**src/source/stream_pkg.sv**
```systemverilog
`default_nettype none

package stream_pkg;

  localparam int data_w = 32;
  localparam int strb_w = data_w / 8;

  // ready pattern width, one bit per cycle slot.
  localparam int ready_mask_w = 4;

  localparam int apb_addr_w = 4;

  typedef struct packed {
    logic [data_w-1:0] data;
    logic [strb_w-1:0] strb;
    logic              last;
  } axis_beat_t;

  typedef struct packed {
    logic [apb_addr_w-1:0] paddr;
    logic                  psel;
    logic                  penable;
    logic                  pwrite;
    logic [data_w-1:0]     pwdata;
  } apb_req_t;

  // register byte offsets.
  localparam logic [apb_addr_w-1:0] reg_ctrl   = 4'h0;
  localparam logic [apb_addr_w-1:0] reg_bursts = 4'h4;
  localparam logic [apb_addr_w-1:0] reg_errors = 4'h8;
  localparam logic [apb_addr_w-1:0] reg_last   = 4'hc;

endpackage : stream_pkg

`default_nettype wire

```
**src/source/burst_source.sv**
```systemverilog
`timescale 1ns/100ps
`default_nettype none

module burst_source #(
  parameter int start_count = 32,
  parameter int burst_len   = 8
) (
  input  wire                    M_AXIS_ACLK,
  input  wire                    M_AXIS_ARESETN,
  input  logic                   src_ready,
  output logic                   src_valid,
  output stream_pkg::axis_beat_t src_beat
);

  localparam int delay_w = $clog2(start_count + 1);
  localparam int beat_w  = $clog2(burst_len + 1);

  typedef enum logic [1:0] {
    st_idle,
    st_wait,
    st_send
  } state_t;

  state_t             state;
  logic [delay_w-1:0] delay_cnt;
  logic [beat_w-1:0]  beat_cnt; // index of the beat on the bus, 1 based.
  logic               xfer;

  assign xfer = src_valid && src_ready;

  // control path.
  always_ff @(posedge M_AXIS_ACLK) begin
    if (!M_AXIS_ARESETN) begin
      state     <= st_idle;
      delay_cnt <= '0;
      beat_cnt  <= '0;
      src_valid <= 1'b0;
    end else begin
      case (state)
        st_idle: begin
          delay_cnt <= '0;
          state     <= st_wait;
        end
        st_wait: begin
          if (delay_cnt == delay_w'(start_count - 1)) begin
            state     <= st_send;
            src_valid <= 1'b1;
            beat_cnt  <= beat_w'(1);
          end else begin
            delay_cnt <= delay_cnt + 1'b1;
          end
        end
        st_send: begin
          if (xfer) begin
            if (src_beat.last) begin
              src_valid <= 1'b0;
              state     <= st_idle;
            end else begin
              beat_cnt <= beat_cnt + 1'b1;
            end
          end
        end
        default: state <= st_idle;
      endcase
    end
  end

  // beat register, loaded on entry to send and on every accepted beat.
  always_ff @(posedge M_AXIS_ACLK) begin
    if (state == st_wait && delay_cnt == delay_w'(start_count - 1)) begin
      src_beat.data <= stream_pkg::data_w'(1);
      src_beat.strb <= '1;
      src_beat.last <= (burst_len == 1);
    end else if (xfer && !src_beat.last) begin
      src_beat.data <= stream_pkg::data_w'(beat_cnt) + 1'b1;
      src_beat.last <= (beat_cnt == beat_w'(burst_len - 1)); // next one closes the burst.
    end
  end

endmodule : burst_source

`default_nettype wire

```
**src/source/beat_fifo.sv**
```systemverilog
`timescale 1ns/100ps
`default_nettype none

module beat_fifo #(
  parameter type beat_t     = logic [7:0],
  parameter int  fifo_depth = 4
) (
  input  wire   M_AXIS_ACLK,
  input  wire   M_AXIS_ARESETN,
  input  logic  in_valid,
  input  beat_t in_data,
  output logic  in_ready,
  output logic  out_valid,
  output beat_t out_data,
  input  logic  out_ready
);

  localparam int addr_w = $clog2(fifo_depth);

  beat_t           mem [fifo_depth];
  logic [addr_w:0] wr_ptr; // extra msb tells full from empty.
  logic [addr_w:0] rd_ptr;
  logic            full;
  logic            empty;
  logic            push;
  logic            pop;

  assign empty = (wr_ptr == rd_ptr);
  assign full  = (wr_ptr[addr_w] != rd_ptr[addr_w]) &&
                 (wr_ptr[addr_w-1:0] == rd_ptr[addr_w-1:0]);

  assign in_ready  = !full;
  assign out_valid = !empty;
  assign out_data  = mem[rd_ptr[addr_w-1:0]];

  assign push = in_valid && in_ready;
  assign pop  = out_valid && out_ready;

  always_ff @(posedge M_AXIS_ACLK) begin
    if (push) begin
      mem[wr_ptr[addr_w-1:0]] <= in_data;
    end
  end

  always_ff @(posedge M_AXIS_ACLK) begin
    if (!M_AXIS_ARESETN) begin
      wr_ptr <= '0;
      rd_ptr <= '0;
    end else begin
      if (push) wr_ptr <= wr_ptr + 1'b1;
      if (pop) rd_ptr <= rd_ptr + 1'b1;
    end
  end

endmodule : beat_fifo

`default_nettype wire

```
**src/source/burst_sink.sv**
```systemverilog
`timescale 1ns/100ps
`default_nettype none

module burst_sink #(
  parameter int burst_len = 8
) (
  input  wire                    M_AXIS_ACLK,
  input  wire                    M_AXIS_ARESETN,
  input  logic                   snk_valid,
  input  stream_pkg::axis_beat_t snk_beat,
  output logic                   snk_ready,
  input  stream_pkg::apb_req_t   apb,
  output logic [31:0]            prdata,
  output logic                   pready,
  output logic                   pslverr
);

  localparam int slot_w = $clog2(stream_pkg::ready_mask_w);

  logic [stream_pkg::ready_mask_w-1:0] ready_mask;
  logic [slot_w-1:0]                   slot;
  logic [stream_pkg::data_w-1:0]       expected;
  logic [31:0]                         burst_cnt;
  logic [31:0]                         error_cnt;
  logic [stream_pkg::data_w-1:0]       last_data;
  logic                                accept;
  logic                                beat_bad;
  logic                                apb_setup;
  logic                                apb_access;
  logic                                addr_ok;
  logic                                access_err;
  logic [31:0]                         rd_value;

  // back-pressure from the mask, one bit per cycle.
  assign snk_ready = ready_mask[slot];
  assign accept    = snk_valid && snk_ready;

  assign beat_bad = (snk_beat.data != expected) ||
                    (snk_beat.last != (expected == stream_pkg::data_w'(burst_len))) ||
                    (snk_beat.strb != '1);

  always_ff @(posedge M_AXIS_ACLK) begin
    if (!M_AXIS_ARESETN) begin
      slot      <= '0;
      expected  <= stream_pkg::data_w'(1);
      burst_cnt <= '0;
      error_cnt <= '0;
      last_data <= '0;
    end else begin
      slot <= slot + 1'b1;
      if (accept) begin
        last_data <= snk_beat.data;
        expected  <= snk_beat.last ? stream_pkg::data_w'(1) : expected + 1'b1;
        if (beat_bad && error_cnt != '1) error_cnt <= error_cnt + 1'b1;
        if (snk_beat.last && burst_cnt != '1) burst_cnt <= burst_cnt + 1'b1; // saturates.
      end
    end
  end

  // apb decode.
  assign apb_setup  = apb.psel && !apb.penable;
  assign apb_access = apb.psel && apb.penable;
  assign addr_ok    = (apb.paddr[1:0] == 2'b00);
  assign access_err = !addr_ok || (apb.pwrite && apb.paddr != stream_pkg::reg_ctrl);
  assign pready     = 1'b1; // no wait states.

  always_comb begin
    case (apb.paddr)
      stream_pkg::reg_ctrl:   rd_value = 32'(ready_mask);
      stream_pkg::reg_bursts: rd_value = burst_cnt;
      stream_pkg::reg_errors: rd_value = error_cnt;
      stream_pkg::reg_last:   rd_value = last_data;
      default:                rd_value = '0;
    endcase
  end

  // response is sampled in setup, presented through the access phase.
  always_ff @(posedge M_AXIS_ACLK) begin
    if (!M_AXIS_ARESETN) begin
      prdata  <= '0;
      pslverr <= 1'b0;
    end else if (apb_setup) begin
      prdata  <= apb.pwrite ? '0 : rd_value;
      pslverr <= access_err;
    end else begin
      prdata  <= '0;
      pslverr <= 1'b0;
    end
  end

  always_ff @(posedge M_AXIS_ACLK) begin
    if (!M_AXIS_ARESETN) begin
      ready_mask <= '1;
    end else if (apb_access && apb.pwrite && apb.paddr == stream_pkg::reg_ctrl) begin
      ready_mask <= apb.pwdata[stream_pkg::ready_mask_w-1:0];
    end
  end

endmodule : burst_sink

`default_nettype wire

```
**src/source/stream_top.sv**
```systemverilog
`timescale 1ns/100ps
`default_nettype none

module stream_top #(
  parameter int start_count = 32,
  parameter int burst_len   = 8,
  parameter int fifo_depth  = 4
) (
  input  wire                  M_AXIS_ACLK,
  input  wire                  M_AXIS_ARESETN,
  input  stream_pkg::apb_req_t apb,
  output logic [31:0]          prdata,
  output logic                 pready,
  output logic                 pslverr
);

  logic                   src_valid;
  logic                   src_ready;
  stream_pkg::axis_beat_t src_beat;
  logic                   snk_valid;
  logic                   snk_ready;
  stream_pkg::axis_beat_t snk_beat;

  burst_source #(
    .start_count (start_count),
    .burst_len   (burst_len)
  ) u_source (
    .M_AXIS_ACLK    (M_AXIS_ACLK),
    .M_AXIS_ARESETN (M_AXIS_ARESETN),
    .src_ready      (src_ready),
    .src_valid      (src_valid),
    .src_beat       (src_beat)
  );

  beat_fifo #(
    .beat_t     (stream_pkg::axis_beat_t),
    .fifo_depth (fifo_depth)
  ) u_fifo (
    .M_AXIS_ACLK    (M_AXIS_ACLK),
    .M_AXIS_ARESETN (M_AXIS_ARESETN),
    .in_valid       (src_valid),
    .in_data        (src_beat),
    .in_ready       (src_ready),
    .out_valid      (snk_valid),
    .out_data       (snk_beat),
    .out_ready      (snk_ready)
  );

  burst_sink #(
    .burst_len (burst_len)
  ) u_sink (
    .M_AXIS_ACLK    (M_AXIS_ACLK),
    .M_AXIS_ARESETN (M_AXIS_ARESETN),
    .snk_valid      (snk_valid),
    .snk_beat       (snk_beat),
    .snk_ready      (snk_ready),
    .apb            (apb),
    .prdata         (prdata),
    .pready         (pready),
    .pslverr        (pslverr)
  );

endmodule : stream_top

`default_nettype wire

```
**config.mk**
```make
export PLATFORM = sky130hd
export DESIGN_NAME = stream_top
export DESIGN_NICKNAME = d
export VERILOG_FILES = /design/src/source/stream_pkg.sv /design/src/source/burst_source.sv /design/src/source/beat_fifo.sv /design/src/source/burst_sink.sv /design/src/source/stream_top.sv
export SDC_FILE = /design/constraint.sdc
export NUM_CORES = 1
export LEC_CHECK = 0
export CORE_UTILIZATION = 50
export DETAILED_ROUTE_END_ITERATION = 6
export DONT_BUFFER_PORTS = 1
export PLACE_DENSITY = 0.65
export SLEW_MARGIN = 20
export SYNTH_ARGS = -nofsm -noshare
export SYNTH_HDL_FRONTEND = slang
export SYNTH_SLANG_ARGS = --single-unit
```
**constraint.sdc**
```tcl
create_clock -name M_AXIS_ACLK -period 2.5 [get_ports M_AXIS_ACLK]
set_input_delay 0.125 -clock M_AXIS_ACLK [delete_from_list [all_inputs] [get_ports M_AXIS_ACLK]]
set_output_delay 0.125 -clock M_AXIS_ACLK [all_outputs]
set_load 0.01 [all_outputs]
```
# Word-level counts from Yosys, hierarchy flattened
# Memories as Yosys holds them, arrays and structs flattened. A register that Yosys moved wholly into a read port is not among the register bits.
# Cells that the tools add are included.
# classes
add_sub_neg	9
order_cmp	1
n_eq_ne	21
n_mux	22
bitwise	2
n_reduce_logical	34
# op_table
cell	count
case mux 32 bit (4 select lines)	1
adder 32 x 1 -> 32 bit (second input constant)	3
!= test 32 bit (second input constant)	2
== test 32 x 4 -> 1 bit (second input constant)	1
2-to-1 mux 32 bit	1
!= test 32 bit	1
logical AND 1 bit	12
2-to-1 mux 4 bit	3
case mux 6 bit (2 select lines)	1
2-to-1 mux 2 bit	5
== test 4 x 3 -> 1 bit (second input constant)	2
== test 4 bit (second input constant)	2
case mux 4 bit (2 select lines)	1
AND reduction 2 bit	4
AND reduction 4 bit	2
adder 3 x 1 -> 3 bit (second input constant)	2
adder 6 x 1 -> 6 bit (second input constant)	1
== test 6 x 5 -> 1 bit (second input constant)	1
2-to-1 mux 1 bit	6
2-to-1 mux 6 bit	1
!= test 2 bit (second input constant)	3
case mux 2 bit (3 select lines)	1
adder 4 x 1 -> 5 bit (second input constant)	1
zero test 1 bit	5
other kinds (20)	27
# totals
ff_bits	219
ramBits	132
input_bits	41
output_inout_bits	34
word_cells	106
memories	1
# memory_table
name	words	word_bits	read_ports	rd_clocked_by_memory_dff	write_ports	line	source
u_fifo.mem	4	33	1	1	1	beat_fifo.sv:20	beat_t mem [fifo_depth];

# Longest topological paths before layout
# Gate-level depths: netlist (run 1).
# depth
word_depth	6
ltp_mapped	11
ltp_nobuf	8

# Cells and area by module
# A second synthesis (run 1) with hierarchy kept.
# hier_totals
hier_cells	1342
area_unflattened_um2	15178.3
# modules_own_cells
module	n_inst	cells_each	area_each_um2	seq_area_each_um2
burst_sink	1	943	8096.5	3343.2
beat_fifo	1	261	5898.2	4604.4
burst_source	1	138	1183.6	380.4

# Worst setup path before layout (run 1)
# OpenSTA, ideal clock, no wires.
# synth_path
kind	reg-to-reg
start	reg (tool-made name)
end	reg u_sink.error_cnt[13]
arrival_ps	2264
required_time_ps	2429
slack_ps	165
path_stages_with_launch	9
path_buffers	2
path_cell_list	dfxtp_1 -> buf_4 -> mux4_2 -> xnor2_1 -> a31oi_1 -> nor4_4 -> clkbuf_1 -> or4_1 -> a21oi_1
# synth_rtl
element	line	source
end signal: assignment	burst_sink.sv:54	if (beat_bad && error_cnt != '1) error_cnt <= error_cnt + 1'b1;
end: declaration	burst_sink.sv:24	logic [31:0] error_cnt;

==> results of run 1 <==
[stage by stage]
stage / instances / utilization / cell area [µm²] / setup slack, ps
global route: 1197 / 0.600 / 10000 / -33.6
detailed placement: 1144 / 0.542 / 9060 / 2.64
finish: 1197 / 0.600 / 10000 / 24.8
global placement: 1144 / 0.542 / 9060 / 55.9
CTS: 1192 / 0.588 / 9820 / 2.52
floorplan: 932 / - / 8610 / 165
[kinds of logic after synthesis]
family / after synthesis / share of synthesized area
and+or+nand+nor: 403 / 0.245
DFF: 191 / 0.472
AOI/OAI and AO/OA: 165 / 0.126
buffers and inverters: 71 / 0.0340
xor gates and xnor gates: 58 / 0.0590
muxes: 32 / 0.0477
adders and majority gates: 11 / 0.0160
other: 1 / 0.000435
[worst register-to-register path: stages, from the launching register on]
cell and delay [ps]:
dfxtp_2 340, buf_6 100, mux4_2 550, xnor2_2 170, a31oi_2 230, nor4_4 70
buf_6 160, buf_12 160, or4_4 510, a21oi_2 130
[worst min-delay path by stage]
stage	slack, ps	from	depth (start not counted)	end
2_1_floorplan	250	apb[0]	2	u_sink.ready_mask[0]
3_3_place_gp	200	M_AXIS_ARESETN	1	u_sink.ready_mask[2]
3_5_place_dp	200	M_AXIS_ARESETN	1	u_sink.ready_mask[3]
4_1_cts	10	apb[35]	3	u_sink.prdata[2]
5_1_grt	30	apb[35]	3	u_sink.prdata[1]
6_report	40	apb[35]	3	u_sink.prdata[2]
[layout by cell type (no fill, tap or decap), drive strengths merged, types with 8 or more instances in the layout]
master,synthesis,final
nor4,24,24
buf,14,50
or4,25,25
xnor2,26,26
dlygate4sd3,0,13
nand3,40,40
dfxtp,167,167
a21oi,51,51
o31ai,28,28
nor2,107,107
nor3,15,15
a22oi,35,35
mux2i,23,23
and4,13,13
nand2,80,80
and2,8,8
nand2b,16,16
ha,11,11
xor2,32,32
nand4,33,33
inv,19,27
o21ai,20,20
or3,12,12
and3,13,13
clkbuf,38,19
edfxtp,24,24
[metal layers]
metal | global-route usage | vias to the layer above | routed length [µm]
met2 | 0.346 | 160 | 9140
met5 | 0 | - | 0
met3 | 0.0479 | 18 | 857
li1 | - | 3484 | -
met1 | 0.342 | 3405 | 10300
met4 | 0.0701 | 0 | 213
[state kept, by name, summed over array words and instances, names as in the netlist, named ones only]
name                count
u_sink.burst_cnt       32
u_sink.error_cnt       32
u_sink.expected        32
u_sink.prdata          32
u_fifo.mem             24
u_source.delay_cnt      6
u_source.src_beat       6
u_sink.last_data        5
u_sink.ready_mask       4
u_source.beat_cnt       4
u_fifo.rd_ptr           3
u_fifo.wr_ptr           3
u_sink.slot             2
u_source.state          2
u_sink.pslverr          1
u_source.src_valid      1
[final cells by class]
cell class,count,area (µm²),share of cell area
multi-input combinational,670,4390,0.438
sequential,191,4070,0.406
timing repair buffer,65,629,0.0628
clock buffer,17,425,0.0425
tap,220,275,0.0275
clock inverter,15,165,0.0165
inverter,19,71.3,0.00712
[report_power, final]
group | internal [mW] | switching [mW] | leakage (nW)
logic | 0.196 | 0.265 | 1.43
clock network | 1.35 | 1.36 | 0.287
registers | 3.13 | 0.0389 | 1.52
total | 4.67 | 1.67 | 3.24
[repair_timing]
action,in CTS,in global routing
hold buffers,14,0
resized for setup,1,29
endpoints found under the setup margin,14,36
endpoints found under the hold margin,28,0
gates cloned,0,2
buffers inserted,2,4
pin swaps,1,23
==> run summary, run 1 <==
Status = complete, no violations
Worst Path Arrival = 2850 ps
Synth async-reset ratio = 0
Post-route setup TNS = 0 ps
Clock Sinks = 191
WL/cell = 17.1 µm
Post-synth EDFFs = 24
Post-Syn Area = 8610 µm²
IO buf count = 0
Count leader, synth = dfxtp_1
CP dominant cell by count = buf_6
Worst-Skew Late Latency = 440 ps
Leakage Power = 3.24 nW
Fillers = 1,440
CP endpoint = u_sink.error_cnt[15]
Cts bufs inserted = 17
DIE AREA = 17,800 µm²
Min Tclk post-route = 2480 ps
Gate Count Post-Synth = 932
Hold Vio Cnt, Final = 0
Die extent in x = 133 µm
Pwr dens = 633 nW/µm²
Clk slew on worst S/H paths = 70 ps
Synth top cells by count = 167 x dfxtp_1, 107 x nor2_1, 80 x nand2_1, 51 x a21oi_1, 39 x nand3_1
Kind of critical path = reg -> reg
Mapped Avg Cell Area = 9.24 µm²
Hold Crit Class = in -> reg
Mapped Nets = 984
Max frequency = 404 MHz
Root buffer cell = clkbuf_16
Design Power = 6.34 mW
Final setup fails = 0
Leading area contributor after synthesis = dfxtp_1
N_diodes = 0
Crit-path max FO = 15
Max H-tree Level = 4
Core footprint = 16,700 µm²
Worst Setup Start Kind = flop
Yosys top cell area share = 0.388
Initial antenna violation count = 1
Netlist cell types = 55
CTS max path bufs = 2
Layout area overhead = 16.3%
Register bit total from synthesis = 191
First-pass GRT wire length = 32,800 µm
CP required = 2870 ps
Die H = 133 µm
Reg-to-reg slack, setup = 20 ps
Slowest cell on crit path = mux4_2
Critical-path cell list = buf_6 > mux4_2 > xnor2_2 > a31oi_2 > nor4_4 > buf_6 > buf_12 > or4_4 > a21oi_2
Worst clock skew = 8.40 ps
Worst Path Buf+Inv = 3
Maxcap violations = 0
WHS = 40.4 ps
Post-Route WL = 20,500 µm
CP max stage delay = 550 ps
Sequential area share after synthesis = 0.472
Post-route clock period utilization = 0.990
Gr usage total = 0.234
Slew margin rel. = 0.470
TritonCTS clock tree = yes
Worst VDD drop = 529 µV
Synth area leaders = dfxtp_1 39%, edfxtp_1 8.4%, nor2_1 4.7%
Synth Warn # = 0
DP Wirelength = 13,900 µm
Synth Flop Type = dfxtp_1
R2r worst-path depth = 9
GRT overflow = 0
Worst-Margin Slew = 783 ps
Iter 0 DRT Violations = 700
RSZ-0062 raised after global routing = true
Global placer's final weighted congestion = 0.799
Drt pass-1 iters = 5
Io pins = 75
Crit path depth = 9
DRC Markers = 0
Largest net degree at the start of global routing = 46
Vias per cell = 5.90
FP Rows = 47
CP delay by family, top = simple AND/OR/NAND/NOR gates
Vias in the first global route = 6,290
Initial Util = 0.516
Nets@finish = 1,016
Via count = 7,067
CP Capture Type = flop
Post-route ant nets = 0
Max-slew violations = 0
Share of layout cells above drive strength 1 = 0.132
Reg2reg end = u_sink.error_cnt[15]
No activity file was read; power rests on OpenSTA's default activity.
==> run 2, diff against run 1 <==
Settings changed: MAX_ROUTING_LAYER from default to met4.
==> run summary, run 2 (same netlist as run 1, synthesis figures left out) <==
Kind of critical path = reg -> reg (unchanged)
Vias in the first global route = 6,273 (was 6,290)
TritonCTS clock tree = yes (unchanged)
Most frequent cells in the layout = 166 x dfxtp_1, 107 x nor2_1, 80 x nand2_1 (unchanged)
Worst clock skew = 9.74 ps (was 8.40 ps)
Die extent in x = 133 µm (unchanged)
First-pass GRT wire length = 32,800 µm (about the same)
Cts bufs inserted = 17 (unchanged)
Dpl ws = 2.64 ps (unchanged)
Worst Path Arrival = 2870 ps (was 2850 ps)
Via count = 7,081 (was 7,067)
Core footprint = 16,700 µm² (unchanged)
Post-route setup TNS = -2.69 ps (was 0 ps)
Nets@finish = 1,016 (unchanged)
RSZ-0062 raised after global routing = true (unchanged)
Failing checks = setup timing
DRC Markers = 0 (unchanged)
Final Non-Filler Cells = 1,198 (was 1,197)
Post-Route WL = 20,500 µm (about the same)
Net Switching = 1.66 mW (was 1.67 mW)
Global placer's final weighted congestion = 0.811 (was 0.799)
R2r worst-path depth = 9 (unchanged)
Vias per cell = 5.91 (was 5.90)
CP required = 2870 ps (about the same)
Clock Power Share = 0.427 (about the same)
Leakage Power = 3.23 nW (was 3.24 nW)
Slowest cell on crit path = mux4_2 (unchanged)
Internal Pwr Total = 4.67 mW (about the same)
Final core utilization = 0.600 (about the same)
DIE AREA = 17,800 µm² (unchanged)
Iter 0 DRT Violations = 635 (was 700)
Worst-Margin Slew = 780 ps (was 783 ps)
Share of layout cells above drive strength 1 = 0.131 (was 0.132)
Worst-Skew Late Latency = 440 ps (about the same)
Min-delay src = apb[35] (unchanged)
Worst VDD drop = 529 µV (about the same)
Post-route clock period utilization = 1.00 (was 0.990)
Post-route ant nets = 0 (unchanged)
Inst Count DP = 1,144 (unchanged)
Fillers = 1,442 (was 1,440)
Clock Sinks = 191 (unchanged)
DP Wirelength = 13,900 µm (unchanged)
Slew margin rel. = 0.472 (was 0.470)
DR WL met2 = 9120 µm (was 9140 µm)
Combinational Power Share = 0.073 (about the same)
Worst Setup Start Kind = flop (unchanged)
WL met3 = 846 µm (was 857 µm)
Switching Fraction = 0.262 (was 0.263)
GRT overflow = 0 (unchanged)
Hold Crit Class = in -> reg (unchanged)
Reg2reg end = u_sink.error_cnt[15] (unchanged)
Maxcap violations = 0 (unchanged)
Die H = 133 µm (unchanged)
Drt pass-1 iters = 5 (unchanged)
Largest net degree at the start of global routing = 46 (unchanged)
Wl on met1 = 10,300 µm (about the same)
Initial Util = 0.516 (unchanged)
Layout area overhead = 16.3% (about the same)
Pwr dens = 632 nW/µm² (was 633 nW/µm²)
Crit-path max FO = 15 (unchanged)
CP max stage delay = 550 ps (about the same)
Worst Path Buf+Inv = 3 (unchanged)
Critical-path cell list = buf_6 > mux4_2 > xnor2_2 > a31oi_2 > nor4_4 > buf_6 > buf_12 > or4_1 > a21oi_2 (was buf_6 > mux4_2 > xnor2_2 > a31oi_2 > nor4_4 > buf_6 > buf_12 > or4_4 > a21oi_2)
Max layer used = met4 (unchanged)
Root buffer cell = clkbuf_16 (unchanged)
Most common cell after layout, fill and taps aside = dfxtp_1 (unchanged)
FP Rows = 47 (unchanged)
Fin worst setup slack = -2.69 ps (was 24.8 ps)
Io pins = 75 (unchanged)
Hold Vio Cnt, Final = 0 (unchanged)
CP delay by family, top = simple AND/OR/NAND/NOR gates (unchanged)
CTS max path bufs = 2 (unchanged)
Reg-to-reg slack, setup = -3 ps (was 20 ps)
Initial antenna violation count = 2 (was 1)
Hold path endpoint = u_sink.prdata[2] (unchanged)
CP dominant cell by count = buf_6 (unchanged)
WHS = 40.8 ps (was 40.4 ps)
Final setup fails = 1 (was 0)
Max-slew violations = 0 (unchanged)
WL/cell = 17.1 µm (about the same)
Max H-tree Level = 4 (unchanged)
Clk slew on worst S/H paths = 70 ps (about the same)
CP Capture Type = flop (unchanged)
Max frequency = 400 MHz (was 404 MHz)
Gr usage total = 0.241 (was 0.234)
Hold Path Depth = 3 (unchanged)
IO buf count = 0 (unchanged)
Register share of total power = 0.500 (about the same)
Status = finished, violations left (was complete, no violations)
Min Tclk post-route = 2500 ps (was 2480 ps)
run 2: what timing repair did:
action                                  4_1_cts  5_1_grt
hold buffers                                 14        0
pin swaps                                     1       23
gates cloned                                  0        2
endpoints found under the setup margin       14       36
resized for setup                             1       28
hold endpoints to repair                     28        0
setup buffers                                 2        4
run 2: power groups by stage:
stage	logic, mW	clock network [mW]	registers, mW
6_report	0.460	2.70	3.17
3_5_place_dp	0.410	0	3.24
5_1_grt	0.501	2.87	3.17
2_1_floorplan	0.289	0	3.23
3_3_place_gp	0.406	0	3.24
4_1_cts	0.439	2.75	3.17
run 2: through the flow:
stage | instance area [µm²] | power [mW]
3_5_place_dp | 9060 | 3.65
3_3_place_gp | 9060 | 3.64
4_1_cts | 9820 | 6.36
5_1_grt | 10000 | 6.54
6_report | 10000 | 6.33
2_1_floorplan | 8610 | 3.52
run 2: routing by layer:
metal,vias to the layer above,GRT usage
li1,3475,-
met1,3439,0.344
met2,150,0.345
met3,17,0.0479
met4,0,0.0701
met5,-,-
run 2: worst max-delay path by stage:
stage / from / end / slack [ps] / depth (start not counted)
2_1_floorplan: flop / u_sink.error_cnt[13] / 170 / 8
3_3_place_gp: flop / u_sink.error_cnt[29] / 60 / 8
3_5_place_dp: flop / u_sink.error_cnt[30] / 3 / 8
4_1_cts: flop / u_sink.error_cnt[21] / 3 / 8
5_1_grt: flop / u_sink.error_cnt[15] / -70 / 9
6_report: flop / u_sink.error_cnt[15] / -3 / 9
run 2: area by class of cell:
cell class | count | area, µm² | area share
Inverter | 19 | 71.3 | 0.00712
Sequential cell | 191 | 4070 | 0.406
Timing Repair Buffer | 65 | 629 | 0.0628
Antenna cell | 1 | 2.50 | 0.000250
Tap cell | 220 | 275 | 0.0275
Multi-Input combinational cell | 670 | 4380 | 0.437
Clock inverter | 15 | 165 | 0.0165
Clock buffer | 17 | 425 | 0.0425
run 2: worst register-to-register path: cells and delay by family, from the launching register on:
kind / cells / cell delay [ps]
and+or+nand+nor: 2 / 600
buffers and inverters: 3 / 410
DFF: 1 / 340
muxes: 1 / 550
xor gates and xnor gates: 1 / 170
AOI/OAI and AO/OA: 2 / 370
